**src/source/adc_acq_pkg.sv**
```systemverilog
`default_nettype none

package adc_acq_pkg;

    // word width of the fifo and of the memory bus, fixed by the header layout
    localparam int DATA_WIDTH      = 32;
    localparam int FILL_TYPE_WIDTH = 2;    // header bits 31:30
    localparam int FILL_NUM_WIDTH  = 14;   // header bits 29:16
    localparam int BURST_CNT_WIDTH = 16;   // header bits 15:0

    // bursts per fill, indexed by fill type
    localparam logic [BURST_CNT_WIDTH-1:0] FILL_BURSTS_1 = 16'd4;
    localparam logic [BURST_CNT_WIDTH-1:0] FILL_BURSTS_2 = 16'd8;
    localparam logic [BURST_CNT_WIDTH-1:0] FILL_BURSTS_3 = 16'd16;

    // fill sequencer states
    typedef enum logic [3:0] {
        IDLE      = 4'd0,    // waiting for enable and trigger
        INIT1     = 4'd1,    // latch fill size
        INIT2     = 4'd2,    // load burst counter, header on the mux
        INIT3     = 4'd3,    // header word to fifo
        RUN1      = 4'd4,    // burst counter decrement
        RUN2      = 4'd5,
        RUN3      = 4'd6,
        RUN4      = 4'd7,    // burst word to fifo
        CHECKSUM1 = 4'd8,    // checksum on the mux
        CHECKSUM2 = 4'd9,    // checksum word to fifo
        DDR3_WAIT = 4'd10,   // wait for the memory side to store the fill
        DONE      = 4'd11    // hold until trigger released
    } acq_state_t;

    // memory write controller position inside a fill
    typedef enum logic [1:0] {
        WR_HEADER   = 2'd0,
        WR_DATA     = 2'd1,
        WR_CHECKSUM = 2'd2
    } wr_state_t;

endpackage

`default_nettype wire

```
**src/source/adc_acq_fifo.sv**
```systemverilog
`default_nettype none

module adc_acq_fifo #(
    parameter int FIFO_DEPTH = 32
) (
    input  wire                                clk,
    input  wire                                adc_acq_full_reset,
    input  wire                                wr_en,
    input  wire  [adc_acq_pkg::DATA_WIDTH-1:0] wr_data,
    input  wire                                rd_en,
    output logic [adc_acq_pkg::DATA_WIDTH-1:0] rd_data,   // head word, fall through
    output logic                               empty
);

    localparam int PTR_W = (FIFO_DEPTH > 1) ? $clog2(FIFO_DEPTH) : 1;
    localparam int CNT_W = $clog2(FIFO_DEPTH + 1);

    logic [adc_acq_pkg::DATA_WIDTH-1:0] mem [FIFO_DEPTH];
    logic [PTR_W-1:0] wr_ptr, rd_ptr;
    logic [CNT_W-1:0] count;        // words held
    logic             full;
    logic             do_wr, do_rd;

    assign full  = (count == CNT_W'(FIFO_DEPTH));
    assign empty = (count == '0);
    assign do_wr = wr_en && !full;
    assign do_rd = rd_en && !empty;

    always_ff @(posedge clk) begin
        if (do_wr) mem[wr_ptr] <= wr_data;
    end

    // pointers wrap at depth, so non power of two depths work
    always_ff @(posedge clk) begin
        if (adc_acq_full_reset) begin
            wr_ptr <= '0;
            rd_ptr <= '0;
            count  <= '0;
        end else begin
            if (do_wr) wr_ptr <= (wr_ptr == PTR_W'(FIFO_DEPTH - 1)) ? '0 : wr_ptr + 1'b1;
            if (do_rd) rd_ptr <= (rd_ptr == PTR_W'(FIFO_DEPTH - 1)) ? '0 : rd_ptr + 1'b1;
            if (do_wr && !do_rd)      count <= count + 1'b1;
            else if (!do_wr && do_rd) count <= count - 1'b1;
        end
    end

    assign rd_data = mem[rd_ptr];

    a_no_write_full: assert property (@(posedge clk) disable iff (adc_acq_full_reset)
        !(wr_en && full)) else $error("fifo write while full");
    a_no_read_empty: assert property (@(posedge clk) disable iff (adc_acq_full_reset)
        !(rd_en && empty)) else $error("fifo read while empty");

endmodule

`default_nettype wire

```
**src/source/adc_acq_sm.sv**
```systemverilog
`default_nettype none

module adc_acq_sm (
    input  wire        clk,
    input  wire        adc_acq_full_reset,
    input  wire        acq_enable0,              // enable and fill type, bit 0
    input  wire        acq_enable1,              // enable and fill type, bit 1
    input  wire        acq_trig,                 // async trigger
    input  wire        burst_cntr_zero,          // last burst reached
    input  wire        ddr3_wr_done,             // fill stored in memory
    output logic [1:0] fill_type,
    output logic       fill_size_mux_en,
    output logic       dummy_dat_reset,
    output logic       adc_mux_dat_sel,          // 0 header, 1 sample
    output logic       adc_mux_checksum_select,  // 1 checksum
    output logic       burst_cntr_init,
    output logic       burst_cntr_en,
    output logic       fill_cntr_en,
    output logic       adc_acq_out_valid,        // fifo write strobe
    output logic       acq_done,
    output logic       sm_idle
);

    logic enable0_sync1, enable0_sync2;
    logic enable1_sync1, enable1_sync2;
    logic trig_sync1, trig_sync2;
    logic acq_mode_enabled;                      // either enable set

    adc_acq_pkg::acq_state_t cs, ns;

    // two flop synchronizers on the async inputs
    always_ff @(posedge clk) begin
        if (adc_acq_full_reset) begin
            enable0_sync1 <= 1'b0;
            enable0_sync2 <= 1'b0;
            enable1_sync1 <= 1'b0;
            enable1_sync2 <= 1'b0;
            trig_sync1    <= 1'b0;
            trig_sync2    <= 1'b0;
        end else begin
            enable0_sync1 <= acq_enable0;
            enable0_sync2 <= enable0_sync1;
            enable1_sync1 <= acq_enable1;
            enable1_sync2 <= enable1_sync1;
            trig_sync1    <= acq_trig;
            trig_sync2    <= trig_sync1;
        end
    end

    // both enables low means readout mode, triggers ignored
    always_ff @(posedge clk) begin
        if (adc_acq_full_reset) begin
            acq_mode_enabled <= 1'b0;
            fill_type        <= 2'd0;
        end else begin
            acq_mode_enabled <= enable0_sync2 | enable1_sync2;
            fill_type        <= {enable1_sync2, enable0_sync2};
        end
    end

    always_ff @(posedge clk) begin
        if (adc_acq_full_reset) cs <= adc_acq_pkg::IDLE;
        else                    cs <= ns;
    end

    always_comb begin
        ns = cs;                                 // hold by default
        unique case (cs)
            adc_acq_pkg::IDLE:      if (acq_mode_enabled && trig_sync2) ns = adc_acq_pkg::INIT1;
            adc_acq_pkg::INIT1:     ns = adc_acq_pkg::INIT2;
            adc_acq_pkg::INIT2:     ns = adc_acq_pkg::INIT3;
            adc_acq_pkg::INIT3:     ns = adc_acq_pkg::RUN1;
            adc_acq_pkg::RUN1:      ns = adc_acq_pkg::RUN2;
            adc_acq_pkg::RUN2:      ns = adc_acq_pkg::RUN3;
            adc_acq_pkg::RUN3:      ns = adc_acq_pkg::RUN4;
            adc_acq_pkg::RUN4:      ns = burst_cntr_zero ? adc_acq_pkg::CHECKSUM1
                                                         : adc_acq_pkg::RUN1;
            adc_acq_pkg::CHECKSUM1: ns = adc_acq_pkg::CHECKSUM2;
            adc_acq_pkg::CHECKSUM2: ns = adc_acq_pkg::DDR3_WAIT;
            adc_acq_pkg::DDR3_WAIT: if (ddr3_wr_done) ns = adc_acq_pkg::DONE;
            adc_acq_pkg::DONE:      if (!(acq_mode_enabled && trig_sync2)) ns = adc_acq_pkg::IDLE;
            default:                ns = adc_acq_pkg::IDLE;
        endcase
    end

    // outputs registered from ns so they line up with cs
    always_ff @(posedge clk) begin
        if (adc_acq_full_reset) begin
            fill_size_mux_en        <= 1'b0;
            dummy_dat_reset         <= 1'b0;
            adc_mux_dat_sel         <= 1'b1;
            adc_mux_checksum_select <= 1'b0;
            burst_cntr_init         <= 1'b0;
            burst_cntr_en           <= 1'b0;
            fill_cntr_en            <= 1'b0;
            adc_acq_out_valid       <= 1'b0;
            acq_done                <= 1'b0;
            sm_idle                 <= 1'b1;
        end else begin
            fill_size_mux_en        <= (ns == adc_acq_pkg::INIT1);
            dummy_dat_reset         <= (ns == adc_acq_pkg::IDLE);   // clear sample and sum
            adc_mux_dat_sel         <= !(ns inside {adc_acq_pkg::INIT2, adc_acq_pkg::INIT3});
            adc_mux_checksum_select <= (ns inside {adc_acq_pkg::CHECKSUM1,
                                                   adc_acq_pkg::CHECKSUM2});
            burst_cntr_init         <= (ns == adc_acq_pkg::INIT2);
            burst_cntr_en           <= (ns == adc_acq_pkg::RUN1);
            fill_cntr_en            <= (ns == adc_acq_pkg::CHECKSUM2);  // next fill number
            adc_acq_out_valid       <= (ns inside {adc_acq_pkg::INIT3, adc_acq_pkg::RUN4,
                                                   adc_acq_pkg::CHECKSUM2});
            acq_done                <= (ns == adc_acq_pkg::DONE);
            sm_idle                 <= (ns == adc_acq_pkg::IDLE);
        end
    end

    // registered strobe must agree with the registered state
    a_valid_in_write_state: assert property (
        @(posedge clk) disable iff (adc_acq_full_reset)
        adc_acq_out_valid |-> (cs inside {adc_acq_pkg::INIT3, adc_acq_pkg::RUN4,
                                          adc_acq_pkg::CHECKSUM2})
    ) else $error("adc_acq_out_valid outside a write state");

endmodule

`default_nettype wire

```
**src/source/adc_acq_top.sv**
```systemverilog
`default_nettype none

module adc_acq_top #(
    parameter int FIFO_DEPTH = 32       // at least 18, the largest fill
) (
    input  wire         clk,
    input  wire         adc_acq_full_reset,
    input  wire         acq_enable0,
    input  wire         acq_enable1,
    input  wire         acq_trig,
    input  wire         mem_ready,
    output logic        mem_wr_en,
    output logic [31:0] mem_addr,
    output logic [adc_acq_pkg::DATA_WIDTH-1:0] mem_wr_data,
    output logic        acq_done,
    output logic        sm_idle
);

    logic [1:0] fill_type;
    logic       fill_size_mux_en, dummy_dat_reset;
    logic       adc_mux_dat_sel, adc_mux_checksum_select;
    logic       burst_cntr_init, burst_cntr_en, burst_cntr_zero;
    logic       fill_cntr_en;
    logic       adc_acq_out_valid;                       // producer to fifo strobe
    logic       ddr3_wr_done;
    logic       fifo_empty, fifo_rd_en;
    logic [adc_acq_pkg::DATA_WIDTH-1:0] wr_data, rd_data;

    adc_acq_sm u_adc_acq_sm (.clk, .adc_acq_full_reset, .acq_enable0, .acq_enable1, .acq_trig,
        .burst_cntr_zero, .ddr3_wr_done, .fill_type, .fill_size_mux_en, .dummy_dat_reset,
        .adc_mux_dat_sel, .adc_mux_checksum_select, .burst_cntr_init, .burst_cntr_en,
        .fill_cntr_en, .adc_acq_out_valid, .acq_done, .sm_idle);

    adc_burst_datapath u_adc_burst_datapath (.clk, .adc_acq_full_reset, .fill_type,
        .fill_size_mux_en, .dummy_dat_reset, .adc_mux_dat_sel, .adc_mux_checksum_select,
        .burst_cntr_init, .burst_cntr_en, .fill_cntr_en, .adc_acq_out_valid,
        .burst_cntr_zero, .wr_data);

    adc_acq_fifo #(.FIFO_DEPTH(FIFO_DEPTH)) u_adc_acq_fifo (.clk, .adc_acq_full_reset,
        .wr_en(adc_acq_out_valid), .wr_data, .rd_en(fifo_rd_en), .rd_data,
        .empty(fifo_empty));

    ddr3_wr_control u_ddr3_wr_control (.clk, .adc_acq_full_reset, .fifo_empty,
        .fifo_rd_data(rd_data), .mem_ready, .fifo_rd_en, .mem_wr_en, .mem_addr,
        .mem_wr_data, .ddr3_wr_done);

endmodule

`default_nettype wire

```
**src/source/adc_burst_datapath.sv**
```systemverilog
`default_nettype none

module adc_burst_datapath (
    input  wire        clk,
    input  wire        adc_acq_full_reset,
    input  wire  [1:0] fill_type,
    input  wire        fill_size_mux_en,          // latch fill size and type
    input  wire        dummy_dat_reset,           // clear sample counter and checksum
    input  wire        adc_mux_dat_sel,
    input  wire        adc_mux_checksum_select,
    input  wire        burst_cntr_init,
    input  wire        burst_cntr_en,
    input  wire        fill_cntr_en,
    input  wire        adc_acq_out_valid,         // word written to fifo this cycle
    output logic       burst_cntr_zero,
    output logic [adc_acq_pkg::DATA_WIDTH-1:0] wr_data
);

    logic [adc_acq_pkg::BURST_CNT_WIDTH-1:0] fill_size_sel;   // table lookup
    logic [adc_acq_pkg::BURST_CNT_WIDTH-1:0] fill_size;       // latched at INIT1
    logic [adc_acq_pkg::FILL_TYPE_WIDTH-1:0] fill_type_q;     // type for the header
    logic [adc_acq_pkg::BURST_CNT_WIDTH-1:0] burst_cntr;
    logic [adc_acq_pkg::FILL_NUM_WIDTH-1:0]  fill_num;
    logic [adc_acq_pkg::DATA_WIDTH-1:0]      sample_cnt;      // dummy adc data
    logic [adc_acq_pkg::DATA_WIDTH-1:0]      checksum;
    logic [adc_acq_pkg::DATA_WIDTH-1:0]      header;

    // fill size table
    always_comb begin
        unique case (fill_type)
            2'd1:    fill_size_sel = adc_acq_pkg::FILL_BURSTS_1;
            2'd2:    fill_size_sel = adc_acq_pkg::FILL_BURSTS_2;
            2'd3:    fill_size_sel = adc_acq_pkg::FILL_BURSTS_3;
            default: fill_size_sel = '0;   // readout mode, never armed
        endcase
    end

    always_ff @(posedge clk) begin
        if (fill_size_mux_en) begin
            fill_size   <= fill_size_sel;
            fill_type_q <= fill_type;
        end
    end

    always_ff @(posedge clk) begin
        if (adc_acq_full_reset) begin
            burst_cntr <= '0;
            fill_num   <= '0;
        end else begin
            if (burst_cntr_init)    burst_cntr <= fill_size;
            else if (burst_cntr_en) burst_cntr <= burst_cntr - 1'b1;   // one per burst
            if (fill_cntr_en)       fill_num   <= fill_num + 1'b1;     // wraps at 14 bits
        end
    end

    assign burst_cntr_zero = (burst_cntr == '0);

    // sample counter steps on each burst word, checksum sums header and bursts
    always_ff @(posedge clk) begin
        if (adc_acq_full_reset || dummy_dat_reset) begin
            sample_cnt <= '0;
            checksum   <= '0;
        end else if (adc_acq_out_valid && !adc_mux_checksum_select) begin
            checksum <= checksum + wr_data;
            if (adc_mux_dat_sel) sample_cnt <= sample_cnt + 1'b1;
        end
    end

    assign header = {fill_type_q, fill_num, fill_size};   // type, number, burst count

    // checksum select wins over the header/sample select
    always_comb begin
        if (adc_mux_checksum_select) wr_data = checksum;
        else if (!adc_mux_dat_sel)   wr_data = header;
        else                         wr_data = sample_cnt;
    end

endmodule

`default_nettype wire

```
**src/source/ddr3_wr_control.sv**
```systemverilog
`default_nettype none

module ddr3_wr_control (
    input  wire                                clk,
    input  wire                                adc_acq_full_reset,
    input  wire                                fifo_empty,
    input  wire  [adc_acq_pkg::DATA_WIDTH-1:0] fifo_rd_data,
    input  wire                                mem_ready,      // memory can take a write
    output logic                               fifo_rd_en,
    output logic                               mem_wr_en,
    output logic [31:0]                        mem_addr,
    output logic [adc_acq_pkg::DATA_WIDTH-1:0] mem_wr_data,
    output logic                               ddr3_wr_done    // pulse after checksum write
);

    adc_acq_pkg::wr_state_t wr_state;
    logic [adc_acq_pkg::BURST_CNT_WIDTH-1:0] bursts_left;    // burst words still to write

    // pop and write in the same cycle
    assign fifo_rd_en  = !fifo_empty && mem_ready;
    assign mem_wr_en   = fifo_rd_en;
    assign mem_wr_data = fifo_rd_data;

    always_ff @(posedge clk) begin
        if (adc_acq_full_reset) begin
            wr_state     <= adc_acq_pkg::WR_HEADER;
            bursts_left  <= '0;
            mem_addr     <= '0;
            ddr3_wr_done <= 1'b0;
        end else begin
            ddr3_wr_done <= mem_wr_en && (wr_state == adc_acq_pkg::WR_CHECKSUM);
            if (mem_wr_en) begin
                mem_addr <= mem_addr + 1'b1;   // sequential, continues across fills
                unique case (wr_state)
                    adc_acq_pkg::WR_HEADER: begin
                        // burst count sits in the low header field
                        bursts_left <= fifo_rd_data[adc_acq_pkg::BURST_CNT_WIDTH-1:0];
                        if (fifo_rd_data[adc_acq_pkg::BURST_CNT_WIDTH-1:0] == '0)
                            wr_state <= adc_acq_pkg::WR_CHECKSUM;
                        else
                            wr_state <= adc_acq_pkg::WR_DATA;
                    end
                    adc_acq_pkg::WR_DATA: begin
                        bursts_left <= bursts_left - 1'b1;
                        if (bursts_left == 1) wr_state <= adc_acq_pkg::WR_CHECKSUM;  // last burst
                    end
                    adc_acq_pkg::WR_CHECKSUM: wr_state <= adc_acq_pkg::WR_HEADER;
                    default:                  wr_state <= adc_acq_pkg::WR_HEADER;
                endcase
            end
        end
    end

    // one fill per done, and a fill is at least two words
    a_done_single_pulse: assert property (@(posedge clk) disable iff (adc_acq_full_reset)
        ddr3_wr_done |=> !ddr3_wr_done) else $error("ddr3_wr_done high two cycles");

endmodule

`default_nettype wire

```
**config.mk**
```make
export PLATFORM = sky130hd
export DESIGN_NAME = adc_acq_top
export DESIGN_NICKNAME = d
export VERILOG_FILES = /design/src/source/adc_acq_pkg.sv /design/src/source/adc_acq_fifo.sv /design/src/source/adc_acq_sm.sv /design/src/source/adc_acq_top.sv /design/src/source/adc_burst_datapath.sv /design/src/source/ddr3_wr_control.sv
export SDC_FILE = /design/constraint.sdc
export NUM_CORES = 1
export LEC_CHECK = 0
export ABC_AREA = 0
export BUFFER_PORTS_ARGS = -buffer_cell sky130_fd_sc_hd__buf_2
export CORE_UTILIZATION = 34
export CTS_CLUSTER_SIZE = 25
export DETAILED_ROUTE_END_ITERATION = 8
export HOLD_SLACK_MARGIN = 0.1
export MAX_ROUTING_LAYER = met4
export PLACE_DENSITY_LB_ADDON = 0.12
export REMOVE_ABC_BUFFERS = 1
export SETUP_SLACK_MARGIN = 0.2
export SLEW_MARGIN = 20
export SYNTH_ARGS = -nofsm -noshare
export SYNTH_HDL_FRONTEND = slang
export SYNTH_HIERARCHICAL = 1
export SYNTH_SLANG_ARGS = --single-unit
```
**constraint.sdc**
```tcl
create_clock -name clk -period 5.9 [get_ports clk]
set_clock_uncertainty 0.15 [all_clocks]
set_input_delay 0.885 -clock clk [delete_from_list [all_inputs] [get_ports clk]]
set_output_delay 0.885 -clock clk [all_outputs]
set_load 0.02 [all_outputs]
```
==> results of run 1 <==
-- state kept, by name, summed over array words and instances (netlist names), 2 cells and up, named ones only --
name and cells:
u_adc_acq_fifo/mem 1024, u_adc_burst_datapath/burst_cntr 16, u_ddr3_wr_control/bursts_left 16, u_adc_burst_datapath/checksum 32, u_adc_acq_sm/fill_type 2, u_adc_burst_datapath/fill_num 14
u_adc_acq_fifo/count 6, u_adc_acq_sm/cs 4, u_adc_burst_datapath/sample_cnt 32, u_adc_burst_datapath/fill_type_q 2, u_adc_acq_fifo/wr_ptr 5, u_ddr3_wr_control/wr_state 2
u_adc_burst_datapath/fill_size 3, u_ddr3_wr_control/mem_addr 32, u_adc_acq_fifo/rd_ptr 5
-- through the flow --
stage / setup TNS (ns) / total power [µW] / hold slack [ns]
after global placement: 0 / 9490 / 0.283
after global routing: 0 / 18100 / 0.159
after floorplan: -307.84 / 9450 / 0.264
after detailed placement: 0 / 9490 / 0.281
final: 0 / 17600 / 0.192
after CTS: 0 / 17800 / 0.129
-- cell families (layout without fill, tap and decap cells) --
group                      after synthesis  in the layout  share of synthesized area, %
buffers and inverters                  244            449                          2.33
AOI/OAI and AO/OA                      581            581                          7.50
muxes                                  345            345                          10.5
other                                    0              4                             0
and+or+nand+nor                        784            784                          8.20
xor gates and xnor gates                80             80                          1.39
adders and majority gates               54             54                          1.37
DFF                                   1218           1218                          68.7
-- area by class of cell --
class / instances / area (µm²)
Fill cell: 13500 / 89700
Sequential cell: 1218 / 34700
Multi-Input combinational cell: 1844 / 15000
Clock buffer: 197 / 3910
Tap cell: 1930 / 2410
Timing Repair Buffer: 171 / 1180
Clock inverter: 47 / 403
Inverter: 34 / 128
Antenna cell: 4 / 10.0
-- synthesized netlist by cell type, drive strengths merged (24+ instances only) --
cell type,n
a211oi,78
a21oi,106
a22o,64
and3,25
buf,88
clkbuf,122
dfxtp,189
edfxtp,1029
ha,52
inv,34
mux2,195
mux4,128
nand2,156
nand3,46
nand4,28
nor2,172
nor2b,88
nor3,102
o21ai,159
o22ai,67
o31ai,24
or3,25
or4,56
xnor2,34
xor2,46
-- routing by layer --
metal	GRT usage, %	vias to the layer above	share of wire, %
li1	-	13200	-
met1	26.3	15500	45
met2	31.9	704	49
met3	2.62	162	4.2
met4	4.68	0	1.7
met5	-	-	0
-- power groups by stage --
stage / clock, µW / sequential (µW) / combinational, µW
5_1_grt: 8780 / 9220 / 98.4
3_5_place_dp: 0 / 9400 / 90.8
4_1_cts: 8470 / 9220 / 91.1
2_1_floorplan: 0 / 9400 / 49.8
6_report: 8260 / 9220 / 90.4
3_3_place_gp: 0 / 9400 / 89.0
-- path summary, 6_finish.rpt --
| check | cells after the start | end | from | slack (ns) |
|---|---|---|---|---|
| setup reg to reg | 13 | u_adc_burst_datapath/checksum[20] | u_adc_acq_sm/adc_mux_checksum_select | 1.59 |
| hold reg to reg | 1 | u_adc_acq_sm/trig_sync2 | u_adc_acq_sm/trig_sync1 | 0.29 |
| setup / recovery | 5 | mem_wr_data[0] | register | 0.95 |
| hold / removal | 2 | u_adc_acq_sm/enable1_sync1 | acq_enable1 | 0.19 |
==> reports/metrics.yaml, run 1 <==
final_layout:
  syn2layout_area_growth_pct: 14.5
  final_common_cell: "edfxtp_1"
  nNetsFinal: 3467
  final_cell_mix: "edfxtp_1 (1029), mux2_2 (195), dfxtp_1 (185)"
  fin_util_pct: 39.2
  drive_above_1_share_pct: 22.6
  fin_area_um2: 57800
  stdcell_count: 5445
power_and_ir_drop:
  p_leak_uw: 0.0186
  p_int_uw: 14100
  sw_frac_of_total_pct: 20.0
  irDropWorstVdd_mv: 0.168
  combPwrFrac_pct: 0.5
  power.switching_uw: 3510
  pwr-share-seq_pct: 52.5
  power_frac_clock_pct: 47.0
  power_density_nw_per_um2: 304
clock_tree:
  root_buffer: "clkbuf_16"
  clk_latency_ns: 0.77
  post_cts_resized: 0
  cts_sinks: 1218
  numCtsBuffers: 138
  hold_buffers: 0
  h-tree-depth: 4
  clk_pin_slew_ns: 0.06
  cts_setup_buffers: 0
  clk_path_buf_depth: 3
  cts_tree: "yes"
yosys:
  synth.largest_area_cell: "edfxtp_1"
  netlist_area_um2: 50500
  async_flop_share_pct: 0
  avgSynthCellArea_um2: 15.3
  synth_top_flop_cell: "edfxtp_1"
  synth_top_area_share_pct: 61.2
  syn_inst: 3306
  ys_warn_count: 6
  ys_seq_area_share_pct: 68.7
  ys_top_cells_by_area: "edfxtp_1 (61%), dfxtp_1 (7.5%), mux4_2 (5.7%)"
  yosysUniqueCellTypes: 92
  synth-edff-count: 1029
  synth-seq-cells: 1218
place:
  dp.cells: 5197
  dpl.hpwl_um: 79100
  placed_area_um2: 53500
  pre_cts_ws_ns: 1.60
  numPortBuffers: 72
  place_congestion: 0.803
timing:
  period_minus_slack_ns: 4.95
  setup_viol: 0
  worst_slew_pin_slew_ns: 1.16
  final-hold-violation-count: 0
  setup_ws_ns: 0.950
  period_share_pct: 83.9
  max_slew_margin_pct: 21.3
  rsz0062_at_grt: "no"
  fmax_mhz: 202
  drv_slew: 0
global_routing:
  grt_pass1_vias: 29800
  grt_max_degree: 93
  antenna_found_initial: 4
  gr-usage-all-layers_pct: 19.7
  grt-ovfl-total: 0
  grt_pass1_wl_um: 209000
job:
  drv_cap: 0
floorplanning:
  fp.dieW_um: 387
  boundaryPins: 73
  rows: 141
  die-area_um2: 150000
  core-area_um2: 147000
  die_h_um: 387
  initial_utilization_pct: 34.2
setup_path:
  critPathMaxFanout: 92
  critPathLaunchType: "register"
  cp_top_family: "buffers and inverters"
  critPathKind: "register to output pin"
  cp.required_ns: 4.87
  path_cells: "buf_12, mux4_2, a22o_1, or4_1, buf_2"
  cp-end-kind: "output pin"
  critPathArrivalTime_ns: 3.91
  path_buf_inv: 2
  slowest_delay_ns: 0.75
  cpMaxStageDelayCell: "or4_1"
hold_path:
  min-delay-path-class: "primary input to register"
routing:
  drt_iter0_markers: 2608
  avgRoutedWirePerCell_um: 26.5
  dr.pass1.iters: 6
  vias: 29500
  routed_via_density: 5.42
  wl_um: 144000
  ant_nets: 0
  drc_errors: 0
outcome:
  outcome: "finished, final reports clean"
(Power assumes the default switching activity.)
==> inputs of run 2 (changes only) <==
==> constraint.sdc (replaced) <==
create_clock -name clk -period 4.76 [get_ports clk]
set_clock_uncertainty 0.15 [all_clocks]
set_input_delay 0.714 -clock clk [delete_from_list [all_inputs] [get_ports clk]]
set_output_delay 0.714 -clock clk [all_outputs]
set_load 0.02 [all_outputs]
==> reports/metrics.yaml, run 2 (synthesis results as in run 1) <==
outcome:
  outcome: "finished, final reports clean"
final_layout:
  syn2layout_area_growth_pct: 15.3
  drive_above_1_share_pct: 23.1  # +0.56 points
  stdcell_count: 5474  # +0.53%
  regMostFlops: "u_adc_acq_fifo/mem"
  nNetsFinal: 3493  # +0.75%
  final_common_cell: "edfxtp_1"
  largest_reg_flops: 1024  # unchanged
  fin_util_pct: 39.5  # +0.29 points
  final_cell_mix: "edfxtp_1 (1029), mux2_2 (195), dfxtp_1 (184)"
clock_tree:
  cts_tree: "yes"
  root_buffer: "clkbuf_16"
  clk_pin_slew_ns: 0.06  # about the same
  numCtsBuffers: 139  # +0.72%
  cts_sinks: 1218  # unchanged
  clk_path_buf_depth: 3  # unchanged
  clk_latency_ns: 0.78  # about the same
  h-tree-depth: 4  # unchanged
power_and_ir_drop:
  p_leak_uw: 0.0188  # +1.1%
  power_density_nw_per_um2: 379  # +25%
  irDropWorstVdd_mv: 0.244  # +45%
global_routing:
  grt_max_degree: 75  # -19%
  gr-usage-all-layers_pct: 19.9  # +0.16 points
  grt_pass1_wl_um: 210000  # +0.79%
  grt-ovfl-total: 0  # unchanged
  antenna_found_initial: 5  # +1
  grt_pass1_vias: 30200  # +1.3%
hold_path:
  worstHoldEndpoint: "u_adc_burst_datapath/burst_cntr[2]"
  hold_depth: 2  # unchanged
  min-delay-path-class: "primary input to register"
  hold_start: "adc_acq_full_reset"
setup_path:
  cp-end-kind: "output pin"
  r2r-end: "u_adc_burst_datapath/checksum[29]"
  critPathArrivalTime_ns: 3.62  # -0.29 ns
  critPathMaxFanout: 43  # -53%
  critPathKind: "register to output pin"
  critPathLaunchType: "register"
  cp.required_ns: 3.90  # -0.97 ns
  rr_worst_depth: 11  # -2
  rr_startpoint: "u_adc_acq_sm/adc_mux_dat_sel"
  r2r_slack_ns: 0.90  # -0.69 ns
floorplanning:
  boundaryPins: 73  # unchanged
  initial_utilization_pct: 34.2  # unchanged
  die_h_um: 387  # unchanged
  fp.dieW_um: 387  # unchanged
  rows: 141  # unchanged
  core-area_um2: 147000  # unchanged
  die-area_um2: 150000  # unchanged
timing:
  fmax_mhz: 223
  period_minus_slack_ns: 4.49
  max_slew_margin_pct: 30.9  # +9.6 points
  worst_slew_pin_slew_ns: 1.03  # -0.132 ns
  drv_slew: 0  # unchanged
  finalSetupTns_ns: 0  # unchanged
  rsz0062_at_grt: "yes"
  setup_ws_ns: 0.272  # -0.678 ns
  setup_viol: 0  # unchanged
  period_share_pct: 94.3
  final-hold-violation-count: 0  # unchanged
job:
  drv_cap: 0  # unchanged
routing:
  wl_um: 147000  # +1.8%
  avgRoutedWirePerCell_um: 26.8  # +1.3%
  routed_via_density: 5.42  # about the same
  ant_nets: 0  # unchanged
  drc_errors: 0  # unchanged
  drt_iter0_markers: 2325  # -11%
  vias: 29600  # +0.54%
  dr.pass1.iters: 6  # unchanged
place:
  place_congestion: 0.805  # +0.27%
  pre_cts_ws_ns: 0.810  # -0.791 ns
  numPortBuffers: 72  # unchanged
  dp.cells: 5215  # +0.35%
  dpl.hpwl_um: 81600  # +3.1%
-- run 2: cell count changes in the layout (fill, tap and decap cells not counted), moves of 4 or more --
| cell | delta |
|---|---|
| buf_12 | +4 |
| buf_4 | +13 |
| bufinv_16 | +7 |
| clkbuf_8 | -10 |
| clkinv_1 | +6 |
-- run 2: repair_timing --
| item | CTS | global route |
|---|---|---|
| hold buffers | 3 | 0 |
| endpoints found under the setup margin | 17 | 11 |
| pin swaps | 0 | 1 |
| cloned | 0 | 2 |
| setup buffers | 2 | 0 |
| hold endpoints to repair | 3 | 0 |
| gates resized for setup | 1 | 1 |
-- run 2: power breakdown --
part | switching [µW] | internal [µW]
logic | 77.8 | 35.8
clock network | 4380 | 6150
registers | 18.5 | 11400
-- run 2: per-layer routing --
metal  wire, µm  track usage, %
met1      65900            26.2
met4       2980            4.65
met5          0               -
met3       7120            3.42
met2      70600            31.9
-- run 2: layout make-up --
type                            count  area (µm²)
Multi-Input combinational cell   1846       15100
Inverter                           34         128
Clock buffer                      181        3690
Tap cell                         1930        2410
Fill cell                       13600       89300
Antenna cell                        1        2.50
Sequential cell                  1218       34700
Clock inverter                     70         752
Timing Repair Buffer              194        1460
-- run 2: per-stage QoR --
stage          total power, µW  hold slack [ns]  instance area (µm²)
2_1_floorplan            11700            0.264                49400
3_3_place_gp             11800            0.288                53600
3_5_place_dp             11800            0.289                53700
4_1_cts                  22400            0.155                58200
5_1_grt                  22700            0.200                58200
6_report                 22100            0.214                58200
-- run 2: critical path, stage by stage, from the launching register on --
cell and delay (ns):
dfxtp_4 0.52, buf_12 0.34, mux4_2 0.56, a22o_1 0.27, or4_1 0.77, buf_2 0.27
-- run 2: worst max-delay path by stage --
stage | to | from | slack (ns)
floorplan | mem_wr_data[0] | register | -7.30
global placement | u_ddr3_wr_control/wr_state[1] | register | 0.79
detailed placement | u_ddr3_wr_control/wr_state[1] | register | 0.81
CTS | mem_wr_data[17] | register | 0.18
global route | mem_wr_data[10] | register | 0.14
finish | mem_wr_data[10] | register | 0.27
